--- config.mk ---
export PLATFORM = sky130hd
export DESIGN_NAME = tx_frontend_top
export DESIGN_NICKNAME = d
export VERILOG_FILES = /design/src/verilog/iq_sample_pkg.sv /design/src/verilog/tx_ctrl_pkg.sv /design/src/verilog/tx_frontend_top.sv /design/src/verilog/tx_iq_fifo.sv /design/src/verilog/tx_on_detection.sv /design/src/verilog/tx_symbol_source.sv
export VERILOG_INCLUDE_DIRS = /design/src /design/src/include
export SDC_FILE = /design/constraint.sdc
export NUM_CORES = 1
export LEC_CHECK = 0
export ABC_AREA = 1
export BUFFER_PORTS_ARGS = -buffer_cell sky130_fd_sc_hd__buf_2
export CAP_MARGIN = 15
export CORE_MARGIN = 1.5
export CORE_UTILIZATION = 50
export DETAILED_ROUTE_END_ITERATION = 10
export HOLD_SLACK_MARGIN = 0.03
export PLACE_DENSITY_LB_ADDON = 0.3
export SLEW_MARGIN = 0
export SYNTH_ARGS = -nofsm -noshare
export SYNTH_HDL_FRONTEND = slang
export SYNTH_SLANG_ARGS = --single-unit
--- constraint.sdc ---
create_clock -name clk -period 9.4 [get_ports clk]
set_input_delay 0.94 -clock clk [delete_from_list [all_inputs] [get_ports clk]]
set_output_delay 0.94 -clock clk [all_outputs]
set_load 0.005 [all_outputs]
--- src/include/tx_timing_cfg.svh ---
// configuration macros for the transmit timing block
`ifndef TX_TIMING_CFG_SVH
`define TX_TIMING_CFG_SVH

// clock cycles per microsecond-scale delay unit
`define COUNT_SCALE 4

// IQ FIFO entries
`define IQ_FIFO_DEPTH 16

// bits per I or Q component
`define IQ_WIDTH 12

// cycles from phy_tx_start to phy_tx_started
`define START_LATENCY 3

`endif

--- src/verilog/iq_sample_pkg.sv ---
// IQ component and IQ sample types
`default_nettype none

`include "tx_timing_cfg.svh"

package iq_sample_pkg;

    // one signed I or Q value
    typedef logic signed [`IQ_WIDTH-1:0] iq_component_t;

    // i sits in the upper half of the word
    typedef struct packed {
        iq_component_t i;
        iq_component_t q;
    } iq_sample_t;

endpackage

`default_nettype wire

--- src/verilog/tx_ctrl_pkg.sv ---
// transmit request, timing and status types
`default_nettype none

package tx_ctrl_pkg;

    localparam int TX_COUNT_W = 12;
    localparam int TX_BASE_W = 12;

    typedef logic [TX_COUNT_W-1:0] tx_count_t;
    typedef logic [TX_BASE_W-1:0] tx_pattern_t;

    // one host request, held stable while tx_req is high
    typedef struct packed {
        tx_count_t   sample_count;
        tx_pattern_t base;
    } tx_request_t;

    // both fields in microsecond-scale units
    typedef struct packed {
        logic [7:0] bb_rf_delay;
        logic [6:0] rf_end_ext;
    } tx_timing_t;

    typedef struct packed {
        logic core_ongoing;
        logic bb_ongoing;
        logic rf_ongoing;
        logic bb_end_pulse;
    } tx_status_t;

endpackage

`default_nettype wire

--- src/verilog/tx_frontend_top.sv ---
// top level with symbol source, IQ FIFO and transmit-on detector
`timescale 1ns/1ns
`default_nettype none

module tx_frontend_top
    import tx_ctrl_pkg::*;
    import iq_sample_pkg::*;
(
    input  logic        clk,
    input  logic        rstn,

    input  logic        tx_req,
    input  tx_request_t req_data,
    output logic        tx_ack,

    input  tx_timing_t  timing,

    input  logic        dac_ready,
    output logic        dac_valid,
    output iq_sample_t  dac_data,

    output tx_status_t  status
);

    logic       fifo_full;
    logic       fifo_empty;
    logic       wr_en;
    iq_sample_t wr_data;
    logic       phy_tx_start;
    logic       phy_tx_started;
    logic       phy_tx_done;

    tx_symbol_source u_source (
        .clk            (clk),
        .rstn           (rstn),
        .tx_req         (tx_req),
        .req_data       (req_data),
        .tx_ack         (tx_ack),
        .full           (fifo_full),
        .empty          (fifo_empty),
        .wr_en          (wr_en),
        .wr_data        (wr_data),
        .phy_tx_start   (phy_tx_start),
        .phy_tx_started (phy_tx_started),
        .phy_tx_done    (phy_tx_done)
    );

    tx_iq_fifo u_fifo (
        .clk      (clk),
        .rstn     (rstn),
        .wr_en    (wr_en),
        .wr_data  (wr_data),
        .full     (fifo_full),
        .empty    (fifo_empty),
        .rd_ready (dac_ready),
        .rd_valid (dac_valid),
        .rd_data  (dac_data)
    );

    tx_on_detection u_detect (
        .clk            (clk),
        .rstn           (rstn),
        .timing         (timing),
        .phy_tx_start   (phy_tx_start),
        .phy_tx_started (phy_tx_started),
        .phy_tx_done    (phy_tx_done),
        .iq_fifo_empty  (fifo_empty),
        .status         (status)
    );

endmodule

`default_nettype wire

--- src/verilog/tx_iq_fifo.sv ---
// synchronous IQ sample FIFO with empty flag and full back-pressure
`timescale 1ns/1ns
`default_nettype none

`include "tx_timing_cfg.svh"

module tx_iq_fifo
    import iq_sample_pkg::*;
#(
    parameter int DEPTH = `IQ_FIFO_DEPTH,
    parameter int WIDTH = 2 * `IQ_WIDTH
) (
    input  logic       clk,
    input  logic       rstn,

    input  logic       wr_en,
    input  iq_sample_t wr_data,
    output logic       full,
    output logic       empty,

    input  logic       rd_ready,
    output logic       rd_valid,
    output iq_sample_t rd_data
);

    localparam int PTR_W = (DEPTH > 1) ? $clog2(DEPTH) : 1;
    localparam int CNT_W = $clog2(DEPTH + 1);

    logic [WIDTH-1:0] mem [DEPTH];
    logic [PTR_W-1:0] wr_ptr;
    logic [PTR_W-1:0] rd_ptr;
    logic [CNT_W-1:0] count;
    logic             do_wr;
    logic             do_rd;

    assign full     = (count == CNT_W'(DEPTH));
    assign empty    = (count == '0);
    assign rd_valid = !empty;
    assign rd_data  = iq_sample_t'(mem[rd_ptr]);

    assign do_wr = wr_en && !full;
    assign do_rd = rd_valid && rd_ready;

    always_ff @(posedge clk) begin
        if (do_wr) begin
            mem[wr_ptr] <= WIDTH'(wr_data);
        end
    end

    // pointers wrap explicitly so any depth works
    always_ff @(posedge clk) begin
        if (!rstn) begin
            wr_ptr <= '0;
            rd_ptr <= '0;
            count  <= '0;
        end else begin
            if (do_wr) begin
                wr_ptr <= (wr_ptr == PTR_W'(DEPTH - 1)) ? '0 : wr_ptr + 1'b1;
            end
            if (do_rd) begin
                rd_ptr <= (rd_ptr == PTR_W'(DEPTH - 1)) ? '0 : rd_ptr + 1'b1;
            end
            case ({do_wr, do_rd})
                2'b10:   count <= count + 1'b1;
                2'b01:   count <= count - 1'b1;
                default: count <= count;
            endcase
        end
    end

    a_no_overflow: assert property (
        @(posedge clk) disable iff (!rstn) wr_en |-> !full
    ) else $error("write request while FIFO full");

endmodule

`default_nettype wire

--- src/verilog/tx_on_detection.sv ---
// core, baseband and RF busy windows plus baseband end pulse
`timescale 1ns/1ns
`default_nettype none

`include "tx_timing_cfg.svh"

module tx_on_detection
    import tx_ctrl_pkg::*;
(
    input  logic       clk,
    input  logic       rstn,

    input  tx_timing_t timing,

    input  logic       phy_tx_start,
    input  logic       phy_tx_started,
    input  logic       phy_tx_done,
    input  logic       iq_fifo_empty,

    output tx_status_t status
);

    localparam int CNT_W = 16;
    localparam logic [CNT_W-1:0] SCALE = CNT_W'(`COUNT_SCALE);

    logic             core_ongoing_q;
    logic             search;
    logic             empty_q;
    logic             bb_active;
    logic [3:0]       bb_tail;
    logic             bb_start_pulse;
    logic             bb_end_pulse;
    logic             iq_running;
    logic             rf_ongoing;
    logic [CNT_W-1:0] scale_d;
    logic [CNT_W-1:0] scale_de;
    logic [CNT_W-1:0] scale_de_p1;
    logic [CNT_W-1:0] delay_cnt;
    logic [CNT_W-1:0] core_idle_cnt;

    assign bb_start_pulse = bb_active && !bb_tail[0];
    assign bb_end_pulse   = !bb_active && bb_tail[0];

    assign status.core_ongoing = core_ongoing_q || phy_tx_start;
    // tail keeps the end pulse inside the baseband window
    assign status.bb_ongoing   = bb_active || (|bb_tail);
    assign status.rf_ongoing   = rf_ongoing;
    assign status.bb_end_pulse = bb_end_pulse;

    // scaled compare values, two register stages from the static timing
    always_ff @(posedge clk) begin
        scale_d     <= CNT_W'(timing.bb_rf_delay) * SCALE;
        scale_de    <= scale_d + CNT_W'(timing.rf_end_ext) * SCALE;
        scale_de_p1 <= scale_de + CNT_W'(1);
    end

    always_ff @(posedge clk) begin
        if (!rstn) begin
            core_ongoing_q <= 1'b0;
            search         <= 1'b0;
            empty_q        <= 1'b1;
            bb_active      <= 1'b0;
            bb_tail        <= '0;
            iq_running     <= 1'b0;
        end else begin
            empty_q <= iq_fifo_empty;
            bb_tail <= {bb_tail[2:0], bb_active};

            if (phy_tx_start) begin
                core_ongoing_q <= 1'b1;
            end else if (phy_tx_done) begin
                core_ongoing_q <= 1'b0;
            end

            // started arms the search for samples, done arms the search for drain
            if (phy_tx_started) begin
                search <= 1'b1;
            end else if (phy_tx_done) begin
                search <= 1'b0;
            end

            if (search) begin
                if (empty_q && !iq_fifo_empty) begin
                    bb_active <= 1'b1;
                end
            end else if (iq_fifo_empty) begin
                bb_active <= 1'b0;
            end

            if (bb_start_pulse) begin
                iq_running <= 1'b1;
            end else if (bb_end_pulse) begin
                iq_running <= 1'b0;
            end
        end
    end

    // delay counter restarts on both edges of the baseband window
    always_ff @(posedge clk) begin
        if (!rstn) begin
            delay_cnt  <= '0;
            rf_ongoing <= 1'b0;
        end else if (bb_start_pulse || bb_end_pulse) begin
            delay_cnt <= '0;
        end else begin
            if (delay_cnt != scale_de_p1) begin
                delay_cnt <= delay_cnt + 1'b1;
            end
            if (iq_running && delay_cnt == scale_d) begin
                rf_ongoing <= 1'b1;
            end else if (!iq_running && delay_cnt == scale_de) begin
                rf_ongoing <= 1'b0;
            end
        end
    end

    // cycles since the core went quiet, saturating
    always_ff @(posedge clk) begin
        if (!rstn || status.core_ongoing) begin
            core_idle_cnt <= '0;
        end else if (core_idle_cnt != '1) begin
            core_idle_cnt <= core_idle_cnt + 1'b1;
        end
    end

    // baseband only ends once done has been seen and the FIFO is drained
    a_end_after_drain: assert property (
        @(posedge clk) disable iff (!rstn)
        bb_end_pulse |-> iq_fifo_empty && !search
    ) else $error("bb_end_pulse before the FIFO drained");

    a_rf_closes: assert property (
        @(posedge clk) disable iff (!rstn)
        rf_ongoing |-> core_idle_cnt <= scale_de + CNT_W'(8)
    ) else $error("rf_ongoing held too long after core went idle");

endmodule

`default_nettype wire

--- src/verilog/tx_symbol_source.sv ---
// baseband symbol source with four-phase request handshake and burst writer
`timescale 1ns/1ns
`default_nettype none

`include "tx_timing_cfg.svh"

module tx_symbol_source
    import tx_ctrl_pkg::*;
    import iq_sample_pkg::*;
(
    input  logic        clk,
    input  logic        rstn,

    input  logic        tx_req,
    input  tx_request_t req_data,
    output logic        tx_ack,

    input  logic        full,
    input  logic        empty,
    output logic        wr_en,
    output iq_sample_t  wr_data,

    output logic        phy_tx_start,
    output logic        phy_tx_started,
    output logic        phy_tx_done
);

    localparam int LAT = `START_LATENCY;
    localparam int WARM_W = $clog2(LAT + 1);

    typedef enum logic [2:0] {
        ST_IDLE,
        ST_WARMUP,
        ST_BURST,
        ST_DRAIN,
        ST_ACK,
        ST_RELEASE
    } state_t;

    state_t            state;
    tx_request_t       req_q;
    logic [WARM_W-1:0] warm_cnt;
    tx_count_t         sample_idx;
    tx_pattern_t       pattern;

    // counting pattern, q is the bitwise inverse of i
    assign pattern = req_q.base + sample_idx;
    assign wr_data.i = iq_component_t'(pattern);
    assign wr_data.q = iq_component_t'(~pattern);

    assign wr_en = (state == ST_BURST) && !full;

    // request is captured once on acceptance
    always_ff @(posedge clk) begin
        if (state == ST_IDLE && tx_req) begin
            req_q <= req_data;
        end
    end

    always_ff @(posedge clk) begin
        if (!rstn) begin
            state          <= ST_IDLE;
            tx_ack         <= 1'b0;
            phy_tx_start   <= 1'b0;
            phy_tx_started <= 1'b0;
            phy_tx_done    <= 1'b0;
            warm_cnt       <= '0;
            sample_idx     <= '0;
        end else begin
            phy_tx_start   <= 1'b0;
            phy_tx_started <= 1'b0;
            phy_tx_done    <= 1'b0;
            case (state)
                ST_IDLE: begin
                    if (tx_req) begin
                        phy_tx_start <= 1'b1;
                        warm_cnt     <= '0;
                        sample_idx   <= '0;
                        state        <= ST_WARMUP;
                    end
                end
                ST_WARMUP: begin
                    warm_cnt <= warm_cnt + 1'b1;
                    if (warm_cnt == WARM_W'(LAT - 1)) begin
                        phy_tx_started <= 1'b1;
                    end
                    // first write lands one cycle after started
                    if (warm_cnt == WARM_W'(LAT)) begin
                        state <= (req_q.sample_count == '0) ? ST_DRAIN : ST_BURST;
                    end
                end
                ST_BURST: begin
                    if (wr_en) begin
                        sample_idx <= sample_idx + 1'b1;
                        if (sample_idx == req_q.sample_count - 1'b1) begin
                            state <= ST_DRAIN;
                        end
                    end
                end
                ST_DRAIN: begin
                    // DAC has taken every sample
                    if (empty) begin
                        phy_tx_done <= 1'b1;
                        tx_ack      <= 1'b1;
                        state       <= ST_ACK;
                    end
                end
                ST_ACK, ST_RELEASE: begin
                    if (!tx_req) begin
                        tx_ack <= 1'b0;
                        state  <= ST_IDLE;
                    end else begin
                        state <= ST_RELEASE;
                    end
                end
                default: state <= ST_IDLE;
            endcase
        end
    end

    // burst never writes past the requested sample count
    a_burst_in_bounds: assert property (
        @(posedge clk) disable iff (!rstn) wr_en |-> sample_idx < req_q.sample_count
    ) else $error("source wrote past the end of the burst");

    // host keeps the request up until it sees the ack
    a_req_held_until_ack: assert property (
        @(posedge clk) disable iff (!rstn) tx_req && !tx_ack |=> tx_req
    ) else $error("tx_req dropped before tx_ack");

endmodule

`default_nettype wire
==> results.ini, run 1 <==
[sta]
rsz0062_at_grt = false
tightestPinTransition_ns = 1.18
fin_crit_ns = 4.48
slew_violations = 0
fin_skew_ns = 0.0196
fmax_mhz = 223
min_period_over_period = 0.477
setup_violations = 0
layout_setup_ws_ns = 4.92
final-hold-violation-count = 0
timing.slew.headroom = 0.215
tns_ns = 0
hold_ws_ns = 0.360

[placed_design]
post-place-ws_ns = 5.53
portBuffers = 72
dp_hpwl_um = 25400
gp_congestion = 0.850
postPlaceCellArea_um2 = 22200

[worst_hold_path]
min_to = u_detect.scale_de_p1[3]
min_from = u_detect.scale_de[3]
hold_depth = 0
hold_path_class = flip-flop to flip-flop

[grt]
grt_pass1_vias = 13100
grtUsageTotal = 0.211
grt_max_degree = 211
grt_first_pass_wirelength_um = 71400
grt_overflow = 0
antenna_found_initial = 0

[worst_setup_path]
worstSetupPathType = flip-flop to output port
r2r-end = u_fifo.mem[10][10]
start_kind = flip-flop
cp-end-kind = output port
crit_arrival_ns = 3.54
r2r_slack_ns = 6.18
r2r-start = u_source.req_q[0]
critPathMaxFanout = 62
r2r_cells = 9
required_ns = 8.46

[synthesis]
synth_ff_type = edfxtp_1
synth-edff-count = 408
synth_nets = 1857
synth_top_cell_by_area = edfxtp_1
synth.area.top_cells = edfxtp_1, dfxtp_1, mux2i_1, inv_1, a21oi_1
yosys.area.top_type_share = 0.575
synthCells = 1775
ys_seq_area_frac = 0.659
ys_warn_count = 0
avgSynthCellArea_um2 = 12.0
yosysMostFrequentCell = edfxtp_1
syn_area_um2 = 21300
yosys-top-cells-count = edfxtp_1, inv_1, nand2_1, a21oi_1, o21ai_0
synth-seq-cells = 498
synth.distinct_cells = 50
synthArstFlopShare = 0

[clock_tree]
clk_pin_slew_worst_paths_ns = 0.06
hold_buffers = 0
post_cts_resized = 0
cts_setup_buffers = 0
cts_buffer_depth = 3
clock_latency_ns = 0.61
cts_buffers = 51
htreeDepth = 2
numClockSinks = 498
cts_tree = done
root_buffer = clkbuf_16

[power]
combPwrFrac = 0.228
power.internal_mw = 4.31
peakVddDrop_v = 0.000160
finalPower_mw = 6.19
p_leak_nw = 8.71
pwr_density_cell_nw_per_um2 = 260
p_switching_mw = 1.88
pwr-share-seq = 0.458
clkPwrFrac = 0.314
swShare = 0.304

[floorplanning]
core_um2 = 42000
start_util = 0.507
core.rowCount = 75
die_y_um = 209
fp.dieArea_um2 = 43900
die_w_um = 209
num_io_pins = 73

[drt]
drtIter0Drc = 1162
drc_errors = 0
ant_nets = 0
num_vias = 13300
avgRoutedWirePerCell_um = 19.0
drt_wl_total_um = 45900
via_per_inst = 5.51
firstDrtPassIters = 6

[layout]
diodes = 0
final_nets = 1921
drive_gt1_frac = 0.119
synthToLayoutAreaGrowth_pct = 11.9
design_area_um2 = 23800

[outcome]
status = complete, no violations

[flow_run]
maxCapViolCount = 0

==> power by group through the flow <==
stage / Clock (mW) / Sequential (mW) / Combinational, mW
2_1_floorplan: 0 / 2.80 / 1.06
4_1_cts: 1.97 / 2.83 / 1.42
6_report: 1.94 / 2.83 / 1.41
3_3_place_gp: 0 / 2.87 / 1.37
5_1_grt: 2.07 / 2.85 / 1.59
3_5_place_dp: 0 / 2.88 / 1.41
==> metal layers <==
layer	wire length, um	part of all wire	vias to the layer above	global-route usage
li1	-	-	6436	-
met1	20200	0.44	6385	0.291
met2	21500	0.47	417	0.341
met3	2750	0.060	99	0.0305
met4	1420	0.031	0	0.0834
met5	0	0	-	0
==> stage by stage <==
stage,instances,utilization
floorplan,1775,-
global placement,2324,0.529
detailed placement,2324,0.529
CTS,2418,0.567
global route,2419,0.567
finish,2419,0.567
==> cell families after synthesis <==
family | after synthesis | synth area share
buffers and inverters | 294 | 0.0566
muxes | 96 | 0.0451
and+or+nand+nor | 394 | 0.0852
AOI/OAI and AO/OA | 402 | 0.108
adders and majority gates | 39 | 0.0240
DFF | 498 | 0.659
xor gates and xnor gates | 52 | 0.0214
==> state kept, by name, indices dropped and copies added, names as in the netlist, 2 cells and up, named ones only <==
signal and count:
u_fifo.rd_ptr 4, u_fifo.wr_ptr 4, u_source.sample_idx 12, u_detect.bb_tail 4, u_detect.scale_de 9, u_source.req_q 24, u_detect.scale_d 8, u_fifo.count 5
u_source.state 3, u_fifo.mem 384, u_detect.scale_de_p1 9, u_detect.delay_cnt 16, u_source.warm_cnt 2
==> critical path, stage by stage (launching register included) <==
cell and delay, ns:
dfxtp_2 0.32, buf_4 0.66, clkinv_1 0.93, buf_4 0.52, o211ai_1 0.14, nand3_1 0.10, nand2_1 0.13, buf_2 0.13
==> how the worst max path moves through the flow <==
| stage | cells after the start | to | slack (ns) |
|---|---|---|---|
| 4_1_cts | 7 | dac_data[19] | 4.89 |
| 3_3_place_gp | 7 | dac_data[19] | 5.61 |
| 6_report | 7 | dac_data[19] | 4.92 |
| 3_5_place_dp | 7 | dac_data[19] | 5.53 |
| 5_1_grt | 7 | dac_data[19] | 4.78 |
| 2_1_floorplan | 7 | u_fifo.mem[7][0] | 6.33 |
==> placed cells by master, fill, tap and decap left out, types with 3 or more instances in the layout <==
cell,instances
a21o_1,3
or2_2,7
bufinv_16,3
dfxtp_1,87
a211oi_1,7
clkbuf_1,9
nor4_1,4
fa_1,3
nand4_1,12
nand2_1,177
ha_1,36
nor2_4,17
inv_2,10
clkbuf_8,4
edfxtp_1,408
nor2_1,60
clkinv_1,16
clkinv_2,8
buf_4,18
nand3_1,74
mux2i_1,96
o21ai_1,4
nand2_4,5
o211ai_1,97
nor3_1,15
a31oi_1,3
o21ai_0,135
nand2_2,6
buf_2,72
a21oi_1,147
xnor2_1,12
nor2_2,3
clkbuf_16,51
xor2_1,40
inv_1,202
==> final cells by class <==
class	count	area, um2
Fill cell	3382	18200
Clock buffer	64	1370
Inverter	214	805
Sequential cell	498	14100
Timing Repair Buffer	91	515
Tap cell	539	674
Clock inverter	30	251
Multi-Input combinational cell	983	6170
Note: power is estimated with default switching activity, not from simulation.
==> run 2: changes to the inputs <==
- clock period: 9.4 -> 4.2 ns (I/O delays scaled with it)
==> run 2 against run 1 <==
Effect of this change:
- die area did not move
- highest routed layer unchanged
- flip-flop and latch count unchanged
- sequential share of layout area shrank 0.95 points
- wire length grew 1.6%
- largest power group unchanged
==> results.ini, run 2 (synthesized netlist as in run 1, its figures left out) <==
[drt]
firstDrtPassIters = 6  ; unchanged
drt_wl_total_um = 46600  ; was 45900 um
via_per_inst = 5.48  ; was 5.51
drtIter0Drc = 1242  ; was 1162
ant_nets = 0  ; unchanged
drc_errors = 0  ; unchanged
avgRoutedWirePerCell_um = 19.0  ; about the same
num_vias = 13400  ; was 13300

[sta]
final-hold-violation-count = 0  ; unchanged
rsz0062_at_grt = false  ; unchanged
min_period_over_period = 0.771
fin_crit_ns = 3.24
fin_skew_ns = 0.0285  ; was 0.0196 ns
tns_ns = 0  ; unchanged
slew_violations = 0  ; unchanged
setup_violations = 0  ; unchanged
fmax_mhz = 309
timing.slew.headroom = 0.255  ; was 0.215
tightestPinTransition_ns = 1.11  ; was 1.18 ns
layout_setup_ws_ns = 0.962  ; was 4.92 ns

[layout]
diodes = 0  ; unchanged
synthToLayoutAreaGrowth_pct = 13.7  ; was 11.9%
drive_gt1_frac = 0.120  ; was 0.119
final_cell_mix = edfxtp_1, inv_1, nand2_1, a21oi_1, o21ai_0  ; unchanged
final_nets = 1955  ; was 1921
largest_reg_flops = 384  ; unchanged
instances_no_fill = 2452  ; was 2419
layout_commonest_cell = edfxtp_1  ; unchanged
largest-register = u_fifo.mem  ; unchanged
reg.largest.list = u_fifo.mem: 384 flops, u_source.req_q: 24 flops, u_detect.delay_cnt: 16 flops  ; unchanged

[clock_tree]
cts_buffer_depth = 3  ; unchanged
post_cts_resized = 0  ; unchanged
hold_buffers = 32  ; was 0
cts_tree = done  ; unchanged
cts_setup_buffers = 0  ; unchanged
root_buffer = clkbuf_16  ; unchanged
cts_buffers = 50  ; was 51
clock_latency_ns = 0.60  ; was 0.61 ns
htreeDepth = 2  ; unchanged
clk_pin_slew_worst_paths_ns = 0.06  ; about the same
numClockSinks = 498  ; unchanged

[grt]
grt_pass1_vias = 13000  ; was 13100
grtUsageTotal = 0.213  ; was 0.211
grt_first_pass_wirelength_um = 71900  ; was 71400 um
grt_overflow = 0  ; unchanged
grt_max_degree = 103  ; was 211
antenna_found_initial = 0  ; unchanged

[floorplanning]
die_w_um = 209  ; unchanged
core.rowCount = 75  ; unchanged
num_io_pins = 73  ; unchanged
die_y_um = 209  ; unchanged
start_util = 0.507  ; unchanged
core_um2 = 42000  ; unchanged
fp.dieArea_um2 = 43900  ; unchanged

[power]
finalPower_mw = 14.0  ; was 6.19 mW
p_leak_nw = 8.89  ; was 8.71 nW
pwr_density_cell_nw_per_um2 = 578  ; was 260 nW/um2
peakVddDrop_v = 0.000356  ; was 0.000160 V

[worst_setup_path]
crit_arrival_ns = 2.82  ; was 3.54 ns
required_ns = 3.78  ; was 8.46 ns
critPathMaxFanout = 67  ; was 62
start_kind = flip-flop  ; unchanged
r2r_slack_ns = 1.21  ; was 6.18 ns
worstSetupPathType = flip-flop to output port  ; unchanged
cp-end-kind = output port  ; unchanged

[worst_hold_path]
hold_path_class = input port to flip-flop  ; was flip-flop to flip-flop

[placed_design]
dp_hpwl_um = 25800  ; was 25400 um
dp_cells = 2328  ; was 2324
gp_congestion = 0.845  ; was 0.850
post-place-ws_ns = 1.28  ; was 5.53 ns
portBuffers = 72  ; unchanged

[outcome]
status = complete, no violations  ; unchanged

[flow_run]
maxCapViolCount = 0  ; unchanged

[run 2: cell types whose count changed in the layout (fill, tap and decap cells not counted), moves of 2 or more]
cell	before	now
clkbuf_8	4	2
buf_12	1	4
clkbuf_1	9	11
dlygate4sd3_1	0	32
bufinv_16	3	5
clkinv_1	16	10
inv_4	0	2
[run 2: path summary, 6_finish.rpt]
path / cells after the start / endpoint / from
worst max-delay path: 7 / dac_data[2] / flip-flop
worst min-delay path: 2 / u_detect.scale_de[2] / timing[0]
worst min register to register: 0 / u_detect.scale_de_p1[5] / u_detect.scale_de[5]
worst max register to register: 9 / u_fifo.mem[1][22] / u_source.sample_idx[0]
[run 2: metrics by stage]
| stage | hold WS [ns] | utilization | area, um2 |
|---|---|---|---|
| global placement | 0.352 | 0.530 | 22300 |
| CTS | 0.0329 | 0.576 | 24200 |
| global route | 0.0614 | 0.576 | 24200 |
| finish | 0.0576 | 0.576 | 24200 |
| floorplan | 0.344 | - | 21300 |
| detailed placement | 0.354 | 0.530 | 22300 |
[run 2: cell type report]
class                   instances  area [um2]
repair buffers                126         896
multi-input cells             983        6170
clock inverters                28         282
fillers                      3359       17800
well taps                     539         674
clock buffers                  64        1350
inverters                     214         805
flip-flops and latches        498       14100
[run 2: power by group]
group          switching (mW)  internal (mW)  leakage (nW)  total (mW)
clock network            1.85           2.58         0.799        4.42
registers               0.245           6.06          4.42        6.30
logic                    2.14           1.13          3.67        3.27
[run 2: critical path, stage by stage (launching register included)]
cell and delay, ns:
dfxtp_4 0.61, buf_4 0.74, a21oi_1 0.08, o21ai_0 0.11, o21ai_0 0.10, o211ai_1 0.18
nand2_1 0.15, buf_2 0.16
[run 2: layer usage]
| layer | GRT usage | up-vias | routed length, um |
|---|---|---|---|
| met5 | 0 | - | 0 |
| met4 | 0.0670 | 0 | 1000 |
| met3 | 0.0292 | 57 | 2800 |
| met2 | 0.353 | 411 | 22500 |
| met1 | 0.294 | 6447 | 20300 |
| li1 | - | 6511 | - |
